==> config.mk <==
export PLATFORM = sky130hd
export DESIGN_NAME = nvme_init_top
export DESIGN_NICKNAME = d
export VERILOG_FILES = /design/src/logic/nvme_init_pkg.sv /design/src/logic/init_sequencer.sv /design/src/logic/rq_encoder.sv /design/src/logic/rc_decoder.sv /design/src/logic/nvme_init_top.sv
export VERILOG_INCLUDE_DIRS = /design/src /design/src/logic
export SDC_FILE = /design/constraint.sdc
export NUM_CORES = 1
export LEC_CHECK = 0
export BUFFER_PORTS_ARGS = -buffer_cell sky130_fd_sc_hd__buf_2
export CORE_MARGIN = 3
export CORE_UTILIZATION = 49
export CTS_CLUSTER_DIAMETER = 120
export CTS_CLUSTER_SIZE = 16
export DETAILED_ROUTE_END_ITERATION = 10
export PLACE_DENSITY = 0.83
export SYNTH_ARGS = -nofsm -noshare
export SYNTH_HDL_FRONTEND = slang
export SYNTH_HIERARCHICAL = 1
export SYNTH_SLANG_ARGS = --single-unit
==> constraint.sdc <==
create_clock -name user_clk -period 9.3 [get_ports user_clk]
set_clock_uncertainty 0.2 [all_clocks]
set_input_delay 0.93 -clock user_clk [delete_from_list [all_inputs] [get_ports user_clk]]
set_output_delay 0.93 -clock user_clk [all_outputs]
set_load 0.02 [all_outputs]
==> src/logic/nvme_init_macros.svh <==
//----------------------------------------------------------
// Constants for the NVMe bring-up sequencer. Bus widths,
// the BAR assignment, controller register offsets and the
// values written during bring-up. Include this file wherever
// one of these constants is needed.
//----------------------------------------------------------
`ifndef NVME_INIT_MACROS_SVH
`define NVME_INIT_MACROS_SVH

// Requester bus widths
`define NVME_DATA_W        128
`define NVME_RQ_USER_W     62
`define NVME_KEEP_W        4

// BAR assignment
`define NVME_BAR0          64'h0000_0010_0000_0000
`define NVME_BAR_LO_VAL    32'h0000_0000
`define NVME_BAR_HI_VAL    32'h0000_0010
`define NVME_CMD_VAL       32'h0000_0007  // Mem space, I/O space, bus master

// Config space register numbers
`define NVME_CFG_CMD_REG   10'd1
`define NVME_CFG_BAR0_REG  10'd4
`define NVME_CFG_BAR1_REG  10'd5

// Controller register offsets from BAR0
`define NVME_OFS_CC        16'h0014
`define NVME_OFS_CSTS      16'h001C
`define NVME_OFS_AQA       16'h0024
`define NVME_OFS_ASQ       16'h0028
`define NVME_OFS_ACQ       16'h0030

// Register values
`define NVME_CC_DISABLE    32'h0000_0000
`define NVME_AQA_VAL       32'h000F_000F  // 16 entries each queue
`define NVME_ASQ_BASE      32'hFFFF_F100
`define NVME_ACQ_BASE      32'hFFFF_F200
`define NVME_CC_ENABLE     32'h0088_0001  // EN plus IOSQES/IOCQES

// Bus IDs and request types
`define NVME_REQUESTER_ID  16'h0000
`define NVME_COMPLETER_ID  16'h0100
`define NVME_REQ_MEMRD     4'h0
`define NVME_REQ_MEMWR     4'h1
`define NVME_REQ_CFGWR     4'hA

// Completion beat bit positions
`define NVME_CPL_OK_BIT    30
`define NVME_CPL_RDY_BIT   96

`endif

==> src/logic/nvme_init_pkg.sv <==
//----------------------------------------------------------
// Types shared by the bring-up sequencer, the requester
// encoder and the completion decoder. Modules import this
// package in their header.
//----------------------------------------------------------
`include "nvme_init_macros.svh"

package nvme_init_pkg;

  typedef enum logic [1:0] {
    REQ_CFG_WR = 2'd0,
    REQ_MEM_WR = 2'd1,
    REQ_MEM_RD = 2'd2
  } req_kind_e;

  // One bring-up step as handed to the encoder
  typedef struct packed {
    req_kind_e   kind;
    logic [9:0]  cfg_reg;      // Cfg writes only
    logic [15:0] mem_offset;   // Added to BAR0
    logic [1:0]  dword_count;  // 1 or 2
    logic [63:0] payload;
  } init_req_t;

  // Upper descriptor half shared by both views
  typedef struct packed {
    logic        force_ecrc;
    logic [2:0]  attr;
    logic [2:0]  tc;
    logic        req_id_en;
    logic [15:0] completer_id;
    logic [7:0]  tag;
    logic [15:0] requester_id;
    logic        poisoned;
    logic [3:0]  req_type;
    logic [10:0] dword_count;
  } rq_hdr_t;

  typedef struct packed {
    rq_hdr_t     hdr;
    logic [51:0] rsvd_hi;
    logic [9:0]  reg_num;
    logic [1:0]  rsvd_lo;
  } cfg_desc_t;

  typedef struct packed {
    rq_hdr_t     hdr;
    logic [63:0] addr;
  } mem_desc_t;

  typedef union packed {
    cfg_desc_t cfg;
    mem_desc_t mem;
  } rq_desc_u;

  typedef struct packed {
    logic [`NVME_DATA_W-1:0]    tdata;
    logic [`NVME_RQ_USER_W-1:0] tuser;
    logic [`NVME_KEEP_W-1:0]    tkeep;
    logic                       tlast;
    logic                       tvalid;
  } rq_beat_t;

  typedef struct packed {
    logic done;  // One cycle per completion
    logic fail;
    logic rdy;   // Last sampled CSTS.RDY
  } cpl_result_t;

endpackage

==> src/logic/init_sequencer.sv <==
//----------------------------------------------------------
// Bring-up FSM for the NVMe controller. On start_config it
// walks ten register steps, issuing one request per step.
// Cfg writes and CSTS reads wait for a good completion,
// memory writes are posted. cfg_done holds once finished.
//----------------------------------------------------------
`timescale 1ns/10ps
`include "nvme_init_macros.svh"

module init_sequencer
  import nvme_init_pkg::*;
(
  input  logic        user_clk,
  input  logic        reset,
  input  logic        start_config,
  input  cpl_result_t cpl,
  output init_req_t   req,
  output logic        req_issue,
  output logic        cfg_done
);

  typedef enum logic [2:0] {
    ST_IDLE,
    ST_ISSUE,
    ST_SETTLE,    // Gap for the write payload beat
    ST_WAIT_CPL,
    ST_DONE
  } seq_state_e;

  localparam logic [3:0] LAST_STEP = 4'd9;

  seq_state_e state_q;
  logic [3:0] step_q;
  logic       cpl_good;
  logic       want_rdy;

  //----------------------------------------------------------
  // Step table
  //----------------------------------------------------------
  always_comb begin
    req             = '0;
    req.dword_count = 2'd1;
    case (step_q)
      4'd0: begin
        req.kind    = REQ_CFG_WR;
        req.cfg_reg = `NVME_CFG_CMD_REG;
        req.payload = {32'd0, `NVME_CMD_VAL};
      end
      4'd1: begin
        req.kind    = REQ_CFG_WR;
        req.cfg_reg = `NVME_CFG_BAR0_REG;
        req.payload = {32'd0, `NVME_BAR_LO_VAL};
      end
      4'd2: begin
        req.kind    = REQ_CFG_WR;
        req.cfg_reg = `NVME_CFG_BAR1_REG;
        req.payload = {32'd0, `NVME_BAR_HI_VAL};
      end
      4'd3: begin
        req.kind       = REQ_MEM_WR;
        req.mem_offset = `NVME_OFS_CC;     // Controller reset
        req.payload    = {32'd0, `NVME_CC_DISABLE};
      end
      4'd4, 4'd9: begin
        req.kind       = REQ_MEM_RD;
        req.mem_offset = `NVME_OFS_CSTS;
      end
      4'd5: begin
        req.kind       = REQ_MEM_WR;
        req.mem_offset = `NVME_OFS_AQA;
        req.payload    = {32'd0, `NVME_AQA_VAL};
      end
      4'd6: begin
        req.kind        = REQ_MEM_WR;
        req.mem_offset  = `NVME_OFS_ASQ;
        req.dword_count = 2'd2;            // 64-bit base
        req.payload     = {32'd0, `NVME_ASQ_BASE};
      end
      4'd7: begin
        req.kind        = REQ_MEM_WR;
        req.mem_offset  = `NVME_OFS_ACQ;
        req.dword_count = 2'd2;
        req.payload     = {32'd0, `NVME_ACQ_BASE};
      end
      4'd8: begin
        req.kind       = REQ_MEM_WR;
        req.mem_offset = `NVME_OFS_CC;
        req.payload    = {32'd0, `NVME_CC_ENABLE};
      end
      default: ;
    endcase
  end

  //----------------------------------------------------------
  // Step FSM
  //----------------------------------------------------------
  assign cpl_good = cpl.done && !cpl.fail;  // Failed completions ignored
  assign want_rdy = (step_q == LAST_STEP);  // First poll waits for not ready

  always_ff @(posedge user_clk) begin
    if (reset) begin
      state_q <= ST_IDLE;
      step_q  <= '0;
    end else begin
      case (state_q)
        ST_IDLE: begin
          if (start_config) begin
            state_q <= ST_ISSUE;
            step_q  <= '0;
          end
        end
        ST_ISSUE: state_q <= (req.kind == REQ_MEM_WR) ? ST_SETTLE : ST_WAIT_CPL;
        ST_SETTLE: begin
          step_q  <= step_q + 4'd1;
          state_q <= ST_ISSUE;
        end
        ST_WAIT_CPL: begin
          if (cpl_good) begin
            if (req.kind == REQ_MEM_RD && cpl.rdy != want_rdy) begin
              state_q <= ST_ISSUE;             // Poll again
            end else if (step_q == LAST_STEP) begin
              state_q <= ST_DONE;
            end else begin
              step_q  <= step_q + 4'd1;
              state_q <= ST_ISSUE;
            end
          end
        end
        ST_DONE: state_q <= ST_DONE;
        default: state_q <= ST_IDLE;
      endcase
    end
  end

  assign req_issue = (state_q == ST_ISSUE);
  assign cfg_done  = (state_q == ST_DONE);

  // The encoder needs a free cycle after each issue
  assert property (@(posedge user_clk) disable iff (reset) req_issue |=> !req_issue);

  // Only reset or link loss ends the finished state
  assert property (@(posedge user_clk) cfg_done && !reset |=> cfg_done);

endmodule

==> src/logic/rq_encoder.sv <==
//----------------------------------------------------------
// Requester encoder. Each req_issue pulse becomes a
// registered descriptor beat on the next cycle. Writes add
// a payload beat right after it. No back-pressure is taken.
//----------------------------------------------------------
`timescale 1ns/10ps
`include "nvme_init_macros.svh"

module rq_encoder
  import nvme_init_pkg::*;
(
  input  logic      user_clk,
  input  logic      reset,
  input  init_req_t req,
  input  logic      req_issue,
  output rq_beat_t  rq
);

  rq_hdr_t                    hdr;
  rq_desc_u                   desc;
  logic [3:0]                 last_be;
  logic [`NVME_RQ_USER_W-1:0] desc_user;

  logic                       tvalid_q;
  logic                       tlast_q;
  logic                       pend_q;    // Payload beat still owed
  logic [`NVME_DATA_W-1:0]    tdata_q;
  logic [`NVME_RQ_USER_W-1:0] tuser_q;
  logic [`NVME_KEEP_W-1:0]    tkeep_q;
  logic [63:0]                pay_q;
  logic [1:0]                 pay_dw_q;

  always_comb begin
    hdr              = '0;
    hdr.req_id_en    = 1'b1;
    hdr.completer_id = `NVME_COMPLETER_ID;
    hdr.requester_id = `NVME_REQUESTER_ID;
    hdr.dword_count  = {9'd0, req.dword_count};
    case (req.kind)
      REQ_CFG_WR: hdr.req_type = `NVME_REQ_CFGWR;
      REQ_MEM_WR: hdr.req_type = `NVME_REQ_MEMWR;
      default:    hdr.req_type = `NVME_REQ_MEMRD;
    endcase
  end

  // Descriptor through the view that matches the kind
  always_comb begin
    desc = '0;
    if (req.kind == REQ_CFG_WR) begin
      desc.cfg.hdr     = hdr;
      desc.cfg.reg_num = req.cfg_reg;
    end else begin
      desc.mem.hdr  = hdr;
      desc.mem.addr = `NVME_BAR0 + {48'd0, req.mem_offset};
    end
  end

  assign last_be   = (req.dword_count == 2'd2) ? 4'hF : 4'h0;
  assign desc_user = {{(`NVME_RQ_USER_W-8){1'b0}}, last_be, 4'hF};  // first_be in [3:0]

  always_ff @(posedge user_clk) begin
    if (reset) begin
      tvalid_q <= 1'b0;
      tlast_q  <= 1'b0;
      pend_q   <= 1'b0;
    end else begin
      tvalid_q <= req_issue || pend_q;
      tlast_q  <= req_issue ? (req.kind == REQ_MEM_RD) : pend_q;  // Reads are one beat
      pend_q   <= req_issue && (req.kind != REQ_MEM_RD);
    end
  end

  always_ff @(posedge user_clk) begin
    if (req_issue) begin
      tdata_q  <= desc;
      tuser_q  <= desc_user;
      tkeep_q  <= '1;
      pay_q    <= req.payload;
      pay_dw_q <= req.dword_count;
    end else if (pend_q) begin
      tdata_q <= {64'd0, pay_q};
      tuser_q <= '0;
      tkeep_q <= (pay_dw_q == 2'd2) ? 4'b0011 : 4'b0001;
    end
  end

  assign rq = {tdata_q, tuser_q, tkeep_q, tlast_q, tvalid_q};

  // Sequencer must leave room for the payload beat
  assert property (@(posedge user_clk) disable iff (reset) pend_q |-> !req_issue);

endmodule

==> src/logic/rc_decoder.sv <==
//----------------------------------------------------------
// Completion decoder. Samples the status and CSTS.RDY bits
// on the last beat of each completion and pulses done for
// one cycle. The completer side is always ready.
//----------------------------------------------------------
`timescale 1ns/10ps
`include "nvme_init_macros.svh"

module rc_decoder
  import nvme_init_pkg::*;
(
  input  logic                    user_clk,
  input  logic                    reset,
  input  logic [`NVME_DATA_W-1:0] rc_tdata,
  input  logic                    rc_tvalid,
  input  logic                    rc_tlast,
  output cpl_result_t             cpl
);

  logic cpl_end;

  assign cpl_end = rc_tvalid && rc_tlast;

  always_ff @(posedge user_clk) begin
    if (reset) begin
      cpl <= '0;
    end else begin
      cpl.done <= cpl_end;
      if (cpl_end) begin
        cpl.fail <= ~rc_tdata[`NVME_CPL_OK_BIT];   // OK bit clear means failure
        cpl.rdy  <= rc_tdata[`NVME_CPL_RDY_BIT];
      end
    end
  end

  // A held done needs a second completion behind it
  assert property (@(posedge user_clk) disable iff (reset)
    cpl.done && !cpl_end |=> !cpl.done);

endmodule

==> src/logic/nvme_init_top.sv <==
//----------------------------------------------------------
// Top level of the NVMe bring-up block. Connects the
// sequencer to the requester encoder and the completion
// decoder. A low link holds everything in reset.
//----------------------------------------------------------
`timescale 1ns/10ps
`include "nvme_init_macros.svh"

module nvme_init_top
  import nvme_init_pkg::*;
(
  input  logic                    user_clk,
  input  logic                    reset,
  input  logic                    user_lnk_up,
  input  logic                    start_config,
  input  logic [`NVME_DATA_W-1:0] rc_tdata,
  input  logic                    rc_tvalid,
  input  logic                    rc_tlast,
  output rq_beat_t                rq,
  output logic                    cfg_done
);

  logic        core_reset;
  init_req_t   req;
  logic        req_issue;
  cpl_result_t cpl;

  assign core_reset = reset || !user_lnk_up;  // Link loss restarts bring-up

  init_sequencer init_sequencer_i (
    .user_clk     (user_clk),
    .reset        (core_reset),
    .start_config (start_config),
    .cpl          (cpl),
    .req          (req),
    .req_issue    (req_issue),
    .cfg_done     (cfg_done)
  );

  rq_encoder rq_encoder_i (
    .user_clk  (user_clk),
    .reset     (core_reset),
    .req       (req),
    .req_issue (req_issue),
    .rq        (rq)
  );

  rc_decoder rc_decoder_i (
    .user_clk  (user_clk),
    .reset     (core_reset),
    .rc_tdata  (rc_tdata),
    .rc_tvalid (rc_tvalid),
    .rc_tlast  (rc_tlast),
    .cpl       (cpl)
  );

endmodule

# Word level (Yosys, flattened, before mapping)
# Cells that the tools add are included.
dict set report classes {
  n_addsub 2
  n_eq_ne 23
  mux 27
  n_bitwise 1
  n_reduce_logical 19
}
# cell n
set op_table {}
lappend op_table {{$pmux W32 S6} 1}
lappend op_table {{$mux W79} 2}
lappend op_table {{$mux W52} 1}
lappend op_table {{$add A37 B6 Y38 const A} 1}
lappend op_table {{$pmux W6 S5} 1}
lappend op_table {{$mux W4} 5}
lappend op_table {{$eq A4 B3 Y1 const B} 4}
lappend op_table {{$mux W8} 2}
lappend op_table {{$pmux W3 S5} 1}
lappend op_table {{$mux W3} 4}
lappend op_table {{$pmux W4 S3} 1}
lappend op_table {{$mux W10} 1}
lappend op_table {{$pmux W3 S3} 1}
lappend op_table {{$eq A4 B2 Y1 const B} 2}
lappend op_table {{$eq A4 B4 Y1 const B} 2}
lappend op_table {{$ne A2 B2 Y1 const B} 4}
lappend op_table {{$pmux W4 S2} 1}
lappend op_table {{$eq A2 B2 Y1 const B} 3}
lappend op_table {{$eq A3 B2 Y1 const B} 2}
lappend op_table {{$mux W2} 3}
lappend op_table {{$reduce_or A2 Y1} 3}
lappend op_table {{$reduce_and A5 Y1} 1}
lappend op_table {{$reduce_or A5 Y1} 1}
lappend op_table {{$add A4 B1 Y4 const B} 1}
lappend op_table {{18 further kinds} 24}
dict set report word_totals {
  reg_bits 163
  input_bits 134
  out_inout_bits 197
  wordCells 87
}

# Logic depth before layout (Yosys ltp)
# Gate-level depths: netlist of the first run.
dict set report depth {
  word_depth 8
  ltp_mapped 8
  ltp_nobuf 8
}

# By module
# The synthesis of the first run kept the hierarchy.
# module instances cells_per_inst area_each_um2 seq_area_each_um2
set by_module_without_submodules {}
lappend by_module_without_submodules {rq_encoder 1 405 5901.9 4154.0}
lappend by_module_without_submodules {init_sequencer 1 168 1261.2 140.1}
lappend by_module_without_submodules {rc_decoder 1 10 101.3 60.1}
lappend by_module_without_submodules {nvme_init_top 1 1 6.3 0.0}

# Least setup slack after synthesis of the first run
# No wires, ideal clock.
dict set report synth_timing {
  kind {reg2reg}
  from {register init_sequencer_i.state_q[1]}
  to {register rq_encoder_i.tdata_q[0], enable pin}
  setup_time_ns 0.397
  arrival_time_ns 6.966
  required_ns 8.703
  slack_ns 1.736
  path_stages_with_launch 5
  n_path_buf 2
  period_less_slack_ns 7.564
  cell_sequence {dfxtp_1 buf_6 nor3b_1 buf_2 or2_2}
}
dict set report synth_via {
  elab_chain_cells 2
}
# element line
set synth_lines {}
lappend synth_lines {{from (decl)} init_sequencer.sv:32} ;# seq_state_e state_q;
lappend synth_lines {{from (signal assigned)} init_sequencer.sv:112} ;# ST_ISSUE: state_q <= (req.kind == REQ_MEM_WR) ? ST_SETTLE : ST_WAIT_CPL;
lappend synth_lines {{$eq A3 B1 Y1} init_sequencer.sv:135} ;# assign req_issue = (state_q == ST_ISSUE);
lappend synth_lines {{via req_issue} nvme_init_top.sv:25} ;# logic req_issue;
lappend synth_lines {{$reduce_bool A2 Y1 (no source line)} --}
lappend synth_lines {{to (signal assigned)} rq_encoder.sv:75} ;# tdata_q <= desc;
lappend synth_lines {{to (signal assigned)} rq_encoder.sv:81} ;# tdata_q <= {64'd0, pay_q};
lappend synth_lines {{to (decl)} rq_encoder.sv:27} ;# logic [`NVME_DATA_W-1:0] tdata_q;
# The timed path passes the listed nets, and every way through them passes these cells.
# A chain may end at the register's enable or synchronous reset.

# Worst setup path after layout of the first run
dict set report layout_timing {
  from {register init_sequencer_i.state_q[0]}
  to {register rq_encoder_i.tdata_q[2] (data pin)}
}
dict set report layout_via {
  elab_chain_cells 2
}
# element line
set layout_lines {}
lappend layout_lines {{$eq A3 B1 Y1} init_sequencer.sv:135}
lappend layout_lines {{via req_issue} nvme_init_top.sv:25}
lappend layout_lines {{$mux W79} rq_encoder.sv:74} ;# if (req_issue) begin
# The timed path passes the listed nets, and every way through them passes these cells.

==> flow_metrics.tcl, run 1 <==
set metrics [dict create \
    wl_per_cell_um 12.6 \
    h-tree-depth 4 \
    gr-total-overflow 0 \
    end_kind "flip-flop" \
    hold_start "rq_encoder_i/tkeep_q[1]" \
    ant_nets 0 \
    synthesis.area_um2 7270 \
    synth_top_area_cell "edfxtp_1" \
    n_antenna_cell 0 \
    clock-sinks 150 \
    netlist.area_leader.share 0.558 \
    die_area_um2 16300 \
    rr_worst_depth 4 \
    ys_types 47 \
    finish.net_count 784 \
    first_pass_iters 5 \
    cts_setup_buffers 0 \
    pwr-share-seq 0.501 \
    synth-xor-area-share 0 \
    rsz0062_at_grt "no" \
    layout-drive-gt1-share 0.203 \
    worst_path_dominant_cell_family "buffers and inverters" \
    cts_tree "done" \
    cpPeakStageDelay_ns 0.89 \
    dieHeight_um 128 \
    io_pins 331 \
    ys_seq_area_frac 0.599 \
    reg2reg_slack_ns 6.48 \
    ys_top_cells_by_area "edfxtp_1, buf_4, nor2b_1" \
    ys_warn_count 6 \
    r2r_end "rq_encoder_i/tdata_q[2]" \
    routed-via-count 3636 \
    start_kind "flip-flop" \
    antenna_found_initial 1 \
    combPwrFrac 0.087 \
    timing.setup.tns_ns 0 \
    core-area_um2 14200 \
    cts_max_path_buffers 2 \
    clock_power_share 0.412 \
    cap_violations 0 \
    ys_seq_elements 150 \
    p_int_mw 1.15 \
    drt_iter0_markers 174 \
    cp.arrival_ns 2.70 \
    slowest_stage "buf_4" \
    swShare 0.258 \
    grt_max_degree 106 \
    p_sw_uw 399 \
    drc 0 \
    hold_end "rq_encoder_i/tkeep_q[1]" \
    synth.avg_cell_area_um2 12.4 \
    reg2reg_from "init_sequencer_i/state_q[0]" \
    viasPerCell 4.33 \
    criticalPathCategory "flip-flop to flip-flop" \
    synth-simple-area-share 0.117 \
    cts_root_buf "clkbuf_16" \
    postSynthCellCount 584 \
    multiInputGateArea_um2 1900 \
    nFillCells 1186 \
    fp.dieW_um 128 \
    wl_mm 10.6 \
    clock_latency_ns 0.41 \
    cts_resized 0 \
    slew_headroom 0.308 \
    fin_util 0.534 \
    power.density_nw_per_um2 204 \
    initial_core_util 0.512 \
    clk_pin_slew_ns 0.06 \
    setup_viol 0 \
    leakage_nw 3.08 \
    grt_pass1_vias 3219 \
    finalHoldViolations 0 \
    required_ns 9.19 \
    ir_drop_mv 0.101 \
    cts_buffers 17 \
    cts_hold_buf 0 \
    outcome "complete, no violations" \
    max_freq_mhz 355 \
    path_common_cell "buf_4" \
    critPathMaxFanout 105 \
    timing.final.crit_share 0.303 \
    grt_usage 0.130 \
    hold_path_depth 1 \
    grt_first_pass_wirelength_mm 16.3 \
    drv_slew 0 \
    critical_path_buf_inv_count 2 \
    core.rowCount 43 \
    syn_to_final_growth_pct 4.25 \
    synth-adder-area-share 0.00688 \
    synth_top_family_by_area "buffers and inverters" \
    synth_compound_area_frac 0.0501 \
    place_hpwl_mm 6.73 \
    hp-class "flip-flop to flip-flop" \
    crit_chain "nor3b_2, buf_4, buf_4, a31oi_1" \
    period_needed_ns 2.82 \
    synthMuxAreaShare 0 \
    routabilityCongestion 0.741 \
    port-buffer-count 92 \
    register_area_um2 4350 \
    worst_pin_slew_ns 1.04 \
]
## logic make-up after synthesis
| group | after synthesis |
|---|---|
| flops | 150 |
| buf+inv | 230 |
| fa+ha+maj | 4 |
| other cells | 3 |
| simple gates | 143 |
| compound gates | 54 |
## area by class of cell
type | instances | area share
Timing Repair Buffer | 95 | 0.0637
Inverter | 12 | 0.00594
Multi-Input combinational cell | 370 | 0.251
Sequential cell | 150 | 0.574
Tap cell | 180 | 0.0297
Clock buffer | 17 | 0.0561
Clock inverter | 15 | 0.0188
## power groups by stage
stage | combinational, mW | sequential [mW] | clock [mW]
detailed placement | 0.132 | 0.789 | 0
floorplan | 0.144 | 0.809 | 0
global route | 0.146 | 0.776 | 0.684
CTS | 0.133 | 0.775 | 0.654
finish | 0.134 | 0.774 | 0.637
global placement | 0.130 | 0.787 | 0
## synth_stat cells, drive strengths merged
cell	number
a211o	1
a21bo	1
a21boi	1
a21o	1
a21oi	8
a221oi	1
a311oi	1
a31oi	12
and2	5
and2b	1
and3	1
and3b	4
and4b	1
buf	209
clkbuf	9
clkinv	1
conb	3
dfxtp	15
edfxtp	135
ha	4
inv	11
nand2	16
nand2b	7
nand3	5
nand3b	4
nor2	24
nor2b	51
nor3	3
nor3b	5
nor4bb	1
o2111ai	1
o211a	1
o211ai	2
o21ai	14
o21bai	1
o221ai	1
o22ai	8
or2	2
or3	1
or3b	10
or4	2
## per-layer routing
metal	up-vias	wire length [µm]	track usage
li1	1775	-	-
met1	1641	4250	0.154
met2	198	5200	0.215
met3	20	895	0.0358
met4	2	219	0.0712
met5	-	13	0
## state kept, by name (all words and copies together) (netlist names)
signal	flops
rq_encoder_i/tdata_q	68
rq_encoder_i/tlast_q	1
rq_encoder_i/tkeep_q	1
rq_encoder_i/tuser_q	2
rq_encoder_i/pend_q	1
rq_encoder_i/pay_dw_q	2
rq_encoder_i/pay_q	64
rq_encoder_i/tvalid_q	1
init_sequencer_i/step_q	4
init_sequencer_i/state_q	3
rc_decoder_i/cpl	3
## placed cells by master, fill, tap and decap left out, types with 5 or more instances in the layout
cell and instances:
conb_1 169, edfxtp_1 135, buf_2 92, nor2b_1 51
nor2_1 24, clkbuf_16 17, nand2_1 16, dfxtp_1 15
a31oi_1 12, inv_1 11, or3b_1 10, o21ai_0 10
a21oi_1 8, o22ai_1 8, nand2b_1 6, and2_1 5
nand3_1 5
## metrics by stage
stage               total power [mW]  hold WS, ns  worst slack (ns)  cells  instance area (µm²)
floorplan                      0.953        0.267              1.74    750                 7890
global placement               0.918        0.270              6.50    807                 7010
detailed placement             0.921        0.299              6.45    807                 7010
CTS                             1.56        0.313              6.44    839                 7580
global route                    1.61        0.316              6.20    839                 7580
finish                          1.55        0.309              6.48    839                 7580
## worst max-delay path by stage
stage	start	endpoint	slack [ns]	cells past startpoint
3_3_place_gp	init_sequencer_i/state_q[0]	rq_encoder_i/tdata_q[2]	6.50	4
2_1_floorplan	init_sequencer_i/state_q[1]	rq_encoder_i/tdata_q[0]	1.74	4
6_report	init_sequencer_i/state_q[0]	rq_encoder_i/tdata_q[2]	6.48	4
4_1_cts	init_sequencer_i/state_q[0]	rq_encoder_i/tdata_q[2]	6.44	4
3_5_place_dp	init_sequencer_i/state_q[0]	rq_encoder_i/tdata_q[2]	6.45	4
5_1_grt	init_sequencer_i/state_q[0]	rq_encoder_i/tdata_q[2]	6.20	5
## worst register-to-register path: cells and delay by family, from the launching register on
kind | cells | cell delay (ns)
DFF | 1 | 0.40
buffers and inverters | 2 | 1.40
and+or+nand+nor | 1 | 0.19
AOI/OAI and AO/OA | 1 | 0.30
No activity file was read; power rests on OpenSTA's default activity.
==> inputs of run 2 (changes only) <==
==> constraint.sdc (replaced) <==
create_clock -name user_clk -period 2.65 [get_ports user_clk]
set_clock_uncertainty 0.2 [all_clocks]
set_input_delay 0.265 -clock user_clk [delete_from_list [all_inputs] [get_ports user_clk]]
set_output_delay 0.265 -clock user_clk [all_outputs]
set_load 0.02 [all_outputs]
==> flow_metrics.tcl, run 2 (synthesis gave the netlist of run 1 again) <==
set metrics [dict create \
    outcome "complete, no violations" \
    critical_path_buf_inv_count 1 \
    h-tree-depth 4 \
    fin_ws_ns 0.312 \
    grt_max_degree 141 \
    wl_met1_mm 4.34 \
    routed-via-count 3658 \
    slew_headroom 0.579 \
    core-area_um2 14200 \
    multiInputGateArea_um2 1910 \
    io_pins 331 \
    dp.cells 814 \
    stdcell_count 854 \
    cts_buffers 17 \
    end_kind "flip-flop" \
    top_regs "rq_encoder_i/tdata_q x68, rq_encoder_i/pay_q x64, init_sequencer_i/step_q x4" \
    register_area_um2 4350 \
    first_pass_iters 4 \
    drv_slew 0 \
    cap_violations 0 \
    cts_max_path_buffers 2 \
    max_freq_mhz 428 \
    criticalPathCategory "flip-flop to flip-flop" \
    worst_pin_slew_ns 0.631 \
    setup_viol 0 \
    cts_root_buf "clkbuf_16" \
    drt_iter0_markers 287 \
    grt_pass1_vias 3263 \
    routabilityCongestion 0.826 \
    port-buffer-count 92 \
    drc 0 \
    ir_drop_mv 0.435 \
    wl_mm 10.9 \
    p_sw_mw 1.34 \
    initial_core_util 0.512 \
    syn_to_final_growth_pct 7.00 \
    cpPeakStageDelay_ns 0.42 \
    leakage_nw 3.17 \
    viasPerCell 4.28 \
    timing.final.crit_share 0.882 \
    slowest_stage "o221ai_4" \
    core.rowCount 43 \
    top_register "rq_encoder_i/tdata_q" \
    finish.net_count 799 \
    layout_common_cells "conb_1, edfxtp_1, buf_2" \
    fp.dieW_um 128 \
    rsz0062_at_grt "no" \
    highest_layer "met4" \
    power.density_nw_per_um2 723 \
    start_kind "flip-flop" \
    die_area_um2 16300 \
    pwr-share-seq 0.483 \
    clock-sinks 150 \
    period_needed_ns 2.34 \
    worst_path_dominant_cell_family "compound AO/OA/AOI/OAI gates" \
    wl_met2_mm 5.48 \
    critPathMaxFanout 13 \
    clk_pin_slew_ns 0.06 \
    finalHoldViolations 0 \
    cts_tree "done" \
    wl_per_cell_um 12.7 \
    wl_met3_um 903 \
    hp-class "primary input to flip-flop" \
    layout-drive-gt1-share 0.206 \
    clock_latency_ns 0.41 \
    cts_resized 0 \
    largest_register_ffs 68 \
    design_area_um2 7780 \
    dpl_cell_area_um2 7100 \
    grt_first_pass_wirelength_mm 16.7 \
    crit_chain "ha_1, clkinv_1, o221ai_4, o21ai_2, or4_1, a31oi_1" \
    cts_setup_buffers 0 \
    place_hpwl_mm 7.39 \
    reg2reg_slack_ns 0.31 \
    p_int_mw 4.29 \
    n_antenna_cell 0 \
    antenna_found_initial 0 \
    final_common_cell "conb_1" \
    combPwrFrac 0.087 \
    gr-total-overflow 0 \
    ant_nets 0 \
    clock_power_share 0.430 \
    required_ns 2.78 \
    dieHeight_um 128 \
    grt_usage 0.133 \
    swShare 0.237 \
    nFillCells 1165 \
    cp.arrival_ns 2.46 \
    place_ws_ns 0.308 \
]
-- run 2: path summary, 6_finish.rpt --
check                             startpoint  cells past startpoint                    endpoint
setup / recovery  init_sequencer_i/step_q[0]                      6  init_sequencer_i/step_q[2]
hold / removal                   user_lnk_up                      3         rc_decoder_i/cpl[2]
setup reg to reg  init_sequencer_i/step_q[0]                      6  init_sequencer_i/step_q[2]
hold reg to reg      rq_encoder_i/tkeep_q[1]                      1     rq_encoder_i/tkeep_q[1]
-- run 2: power by group through the flow --
stage	clock network (mW)	logic (mW)	registers (mW)
final	2.42	0.489	2.72
after floorplan	0	0.509	2.83
after global routing	2.59	0.532	2.72
after CTS	2.47	0.484	2.72
after global placement	0	0.468	2.76
after detailed placement	0	0.476	2.77
-- run 2: cell type report --
type	instances	share of cell area
repair buffers	110	0.0823
inverters	12	0.00579
clock inverters	13	0.0217
multi-input cells	370	0.246
well taps	180	0.0289
flip-flops and latches	150	0.560
clock buffers	19	0.0556
-- run 2: what timing repair did --
| action | CTS | global route |
|---|---|---|
| setup endpoints to repair | 0 | 0 |
| hold buffers | 8 | 0 |
| endpoints found under the hold margin | 4 | 0 |
-- run 2: per-stage QoR --
stage	util	hold WS, ns	power (mW)	setup TNS, ns
after floorplan	-	0.175	3.34	-138.11
after detailed placement	0.500	0.275	3.24	0
final	0.548	0.264	5.63	0
after CTS	0.548	0.236	5.68	0
after global routing	0.548	0.294	5.85	0
after global placement	0.500	0.263	3.23	0
-- run 2: worst min-delay path: stages --
cell      delay [ns]
buf_2           0.09
nand2b_1        0.30
nor2_1          0.18
-- run 2: routing by layer --
| metal | global-route usage | up-vias |
|---|---|---|
| met3 | 0.0333 | 11 |
| li1 | - | 1802 |
| met2 | 0.219 | 172 |
| met1 | 0.166 | 1673 |
| met4 | 0.0612 | 0 |
| met5 | 0 | - |
==> inputs of run 3 (changes only) <==
--- a/config.mk
+++ b/config.mk
@@ -7,13 +7,12 @@
 export NUM_CORES = 1
 export LEC_CHECK = 0
 export BUFFER_PORTS_ARGS = -buffer_cell sky130_fd_sc_hd__buf_2
-export CORE_MARGIN = 3
-export CORE_UTILIZATION = 49
+export CAP_MARGIN = 30
+export CORE_AREA = 3 3 129 131
 export CTS_CLUSTER_DIAMETER = 120
 export CTS_CLUSTER_SIZE = 16
 export DETAILED_ROUTE_END_ITERATION = 10
-export PLACE_DENSITY = 0.83
+export DIE_AREA = 0 0 132 134
 export SYNTH_ARGS = -nofsm -noshare
 export SYNTH_HDL_FRONTEND = slang
-export SYNTH_HIERARCHICAL = 1
 export SYNTH_SLANG_ARGS = --single-unit
==> constraint.sdc (replaced) <==
create_clock -name user_clk -period 2.9 [get_ports user_clk]
set_clock_uncertainty 0.2 [all_clocks]
set_input_delay 0.29 -clock user_clk [delete_from_list [all_inputs] [get_ports user_clk]]
set_output_delay 0.29 -clock user_clk [all_outputs]
set_load 0.02 [all_outputs]
==> flow_metrics.tcl, run 3 <==
set metrics [dict create \
    outcome "complete, no violations" \
    fin_util 0.210 \
    port-buffer-count 57 \
    required_ns 2.80 \
    synth_most_common_cell "buf_4" \
    hp-class "primary input to flip-flop" \
    cts_hold_buf 0 \
    async_reset_ff_frac 0 \
    drv_slew 0 \
    cap_violations 0 \
    drt_iter0_markers 70 \
    ys_seq_area_frac 0.352 \
    layout_common_cells "conb_1, buf_2, edfxtp_1" \
    cts_buffers 5 \
    synth_edf_count 30 \
    core.rowCount 46 \
    dieHeight_um 134 \
    clock_power_share 0.336 \
    period_needed_ns 2.13 \
    die_area_um2 17700 \
    start_kind "flip-flop" \
    grt_usage 0.0546 \
    antenna_found_initial 0 \
    timing.final.crit_share 0.735 \
    ys_top_cells_by_area "buf_4, edfxtp_1, dfxtp_1" \
    drc 0 \
    synthesis.area_um2 3410 \
    synth_commonest_cells "buf_4, edfxtp_1, nor2_1" \
    leakage_nw 1.54 \
    critical_path_buf_inv_count 1 \
    n_antenna_cell 0 \
    routed-via-count 1918 \
    clk_pin_slew_ns 0.06 \
    hold_path_depth 3 \
    p_sw_uw 498 \
    wl_mm 5.63 \
    combPwrFrac 0.204 \
    wl_per_cell_um 9.31 \
    worst_pin_slew_ns 0.552 \
    postSynthCellCount 361 \
    first_pass_iters 4 \
    dp.cells 597 \
    syn_to_final_growth_pct -3.48 \
    synth.avg_cell_area_um2 9.45 \
    grt_max_degree 22 \
    fp.dieW_um 132 \
    pwr-share-seq 0.460 \
    slowest_stage "ha_1" \
    routabilityCongestion 0.785 \
    stdcell_count 605 \
    viasPerCell 3.17 \
    finalHoldViolations 0 \
    swShare 0.317 \
    cp.depth 6 \
    p_total_mw 1.57 \
    cts_setup_buffers 0 \
    critPathMaxFanout 9 \
    ys_warn_count 0 \
    grt_pass1_vias 1439 \
    top_register "rq_encoder_i.tdata_q" \
    finish.net_count 526 \
    power.density_nw_per_um2 477 \
    rr_worst_depth 6 \
    final_common_cell "conb_1" \
    setup_viol 0 \
    cpPeakStageDelay_ns 0.36 \
    io_pins 331 \
    cp.arrival_ns 2.03 \
    timing.setup.tns_ns 0 \
    layout-drive-gt1-share 0.201 \
    end_kind "flip-flop" \
    gr-total-overflow 0 \
    p_int_mw 1.07 \
    h-tree-depth 2 \
    worst_path_dominant_cell_family "compound AO/OA/AOI/OAI gates" \
    ys_seq_elements 45 \
    criticalPathCategory "flip-flop to flip-flop" \
    clock-sinks 45 \
    cts_max_path_buffers 2 \
    initial_core_util 0.217 \
    clock_latency_ns 0.28 \
    synth_top_area_cell "buf_4" \
    place_hpwl_mm 4.62 \
    rsz0062_at_grt "no" \
    slew_headroom 0.632 \
    ant_nets 0 \
    crit_chain "inv_1, ha_1, nand2b_1, or2_1, a21boi_2, a211oi_2" \
    cts_root_buf "clkbuf_16" \
    ys.flop_type "edfxtp_1" \
    ir_drop_mv 0.229 \
    top_regs "rq_encoder_i.tdata_q x18, rq_encoder_i.pay_q x10, init_sequencer_i.step_q x4" \
    core-area_um2 15700 \
    max_freq_mhz 469 \
    netlist.area_leader.share 0.392 \
    ys_types 47 \
    largest_register_ffs 18 \
    cts_resized 0 \
    grt_first_pass_wirelength_mm 7.61 \
    cts_tree "done" \
]
[run 3: changes by cell type in the layout (fill, tap and decap cells not counted), moves of 5 or more]
cell | before | now
o22ai_1 | 8 | 0
nor2b_1 | 51 | 1
buf_2 | 92 | 57
dlygate4sd3_1 | 8 | 0
or3b_1 | 10 | 0
edfxtp_1 | 135 | 30
clkbuf_16 | 17 | 5
conb_1 | 169 | 147
buf_4 | 8 | 1
a31oi_1 | 12 | 1
nand2_1 | 16 | 11
[run 3: area by class of cell]
| type | instances | area (µm²) |
|---|---|---|
| clock buffer | 7 | 133 |
| clock inverter | 1 | 5.00 |
| multi-input combinational | 264 | 1320 |
| tap | 216 | 270 |
| fill | 1747 | 12400 |
| inverter | 13 | 48.8 |
| sequential | 45 | 1200 |
| timing repair buffer | 59 | 313 |
[run 3: path summary, 6_finish.rpt]
path | slack (ns) | start | end
max | 0.77 | init_sequencer_i.step_q[0] | rq_encoder_i.tdata_q[5]
min | 0.06 | rc_tdata[96] | rc_decoder_i.cpl[0]
max reg2reg | 0.77 | init_sequencer_i.step_q[0] | rq_encoder_i.tdata_q[5]
min reg2reg | 0.29 | rq_encoder_i.pay_dw_q[0] | rq_encoder_i.tkeep_q[1]
[run 3: cell families (layout without fill, tap and decap cells)]
family                     after synthesis  count (layout)  synth area share
AOI/OAI and AO/OA                       39              39            0.0840
adders and majority gates                4               4            0.0147
buffers and inverters                  197              80             0.420
DFF                                     45              45             0.352
other                                    2             147           0.00220
and+or+nand+nor                         74              74             0.127
[run 3: routing by layer]
layer | wire length, µm | GRT usage
met1 | 2350 | 0.0721
met3 | 722 | 0.0135
met2 | 2460 | 0.0861
met5 | 0 | 0
met4 | 90 | 0.0210
[run 3: power groups by stage]
stage,clock network [mW],registers (mW),logic (mW)
6_report,0.528,0.722,0.321
3_3_place_gp,0,0.737,0.316
4_1_cts,0.548,0.724,0.317
2_1_floorplan,0,0.750,0.429
3_5_place_dp,0,0.737,0.317
5_1_grt,0.571,0.727,0.341
[run 3: worst reg2reg max path: cells and delay by family (launching register included)]
kind	cells	cell delay (ns)
AO/OA/AOI/OAI	2	0.51
adder cells (fa/ha/maj)	1	0.36
buffers and inverters	1	0.12
flip-flops	1	0.35
AND/OR/NAND/NOR	2	0.41
[run 3: per-stage QoR]
| step | cell area [µm²] | hold WS [ns] | setup slack, ns |
|---|---|---|---|
| after floorplan | 3960 | 0.238 | 0.831 |
| after global placement | 3150 | 0.267 | 0.781 |
| after detailed placement | 3150 | 0.290 | 0.792 |
| after CTS | 3290 | 0.0598 | 0.753 |
| after global routing | 3290 | 0.0747 | 0.619 |
| final | 3290 | 0.0610 | 0.769 |
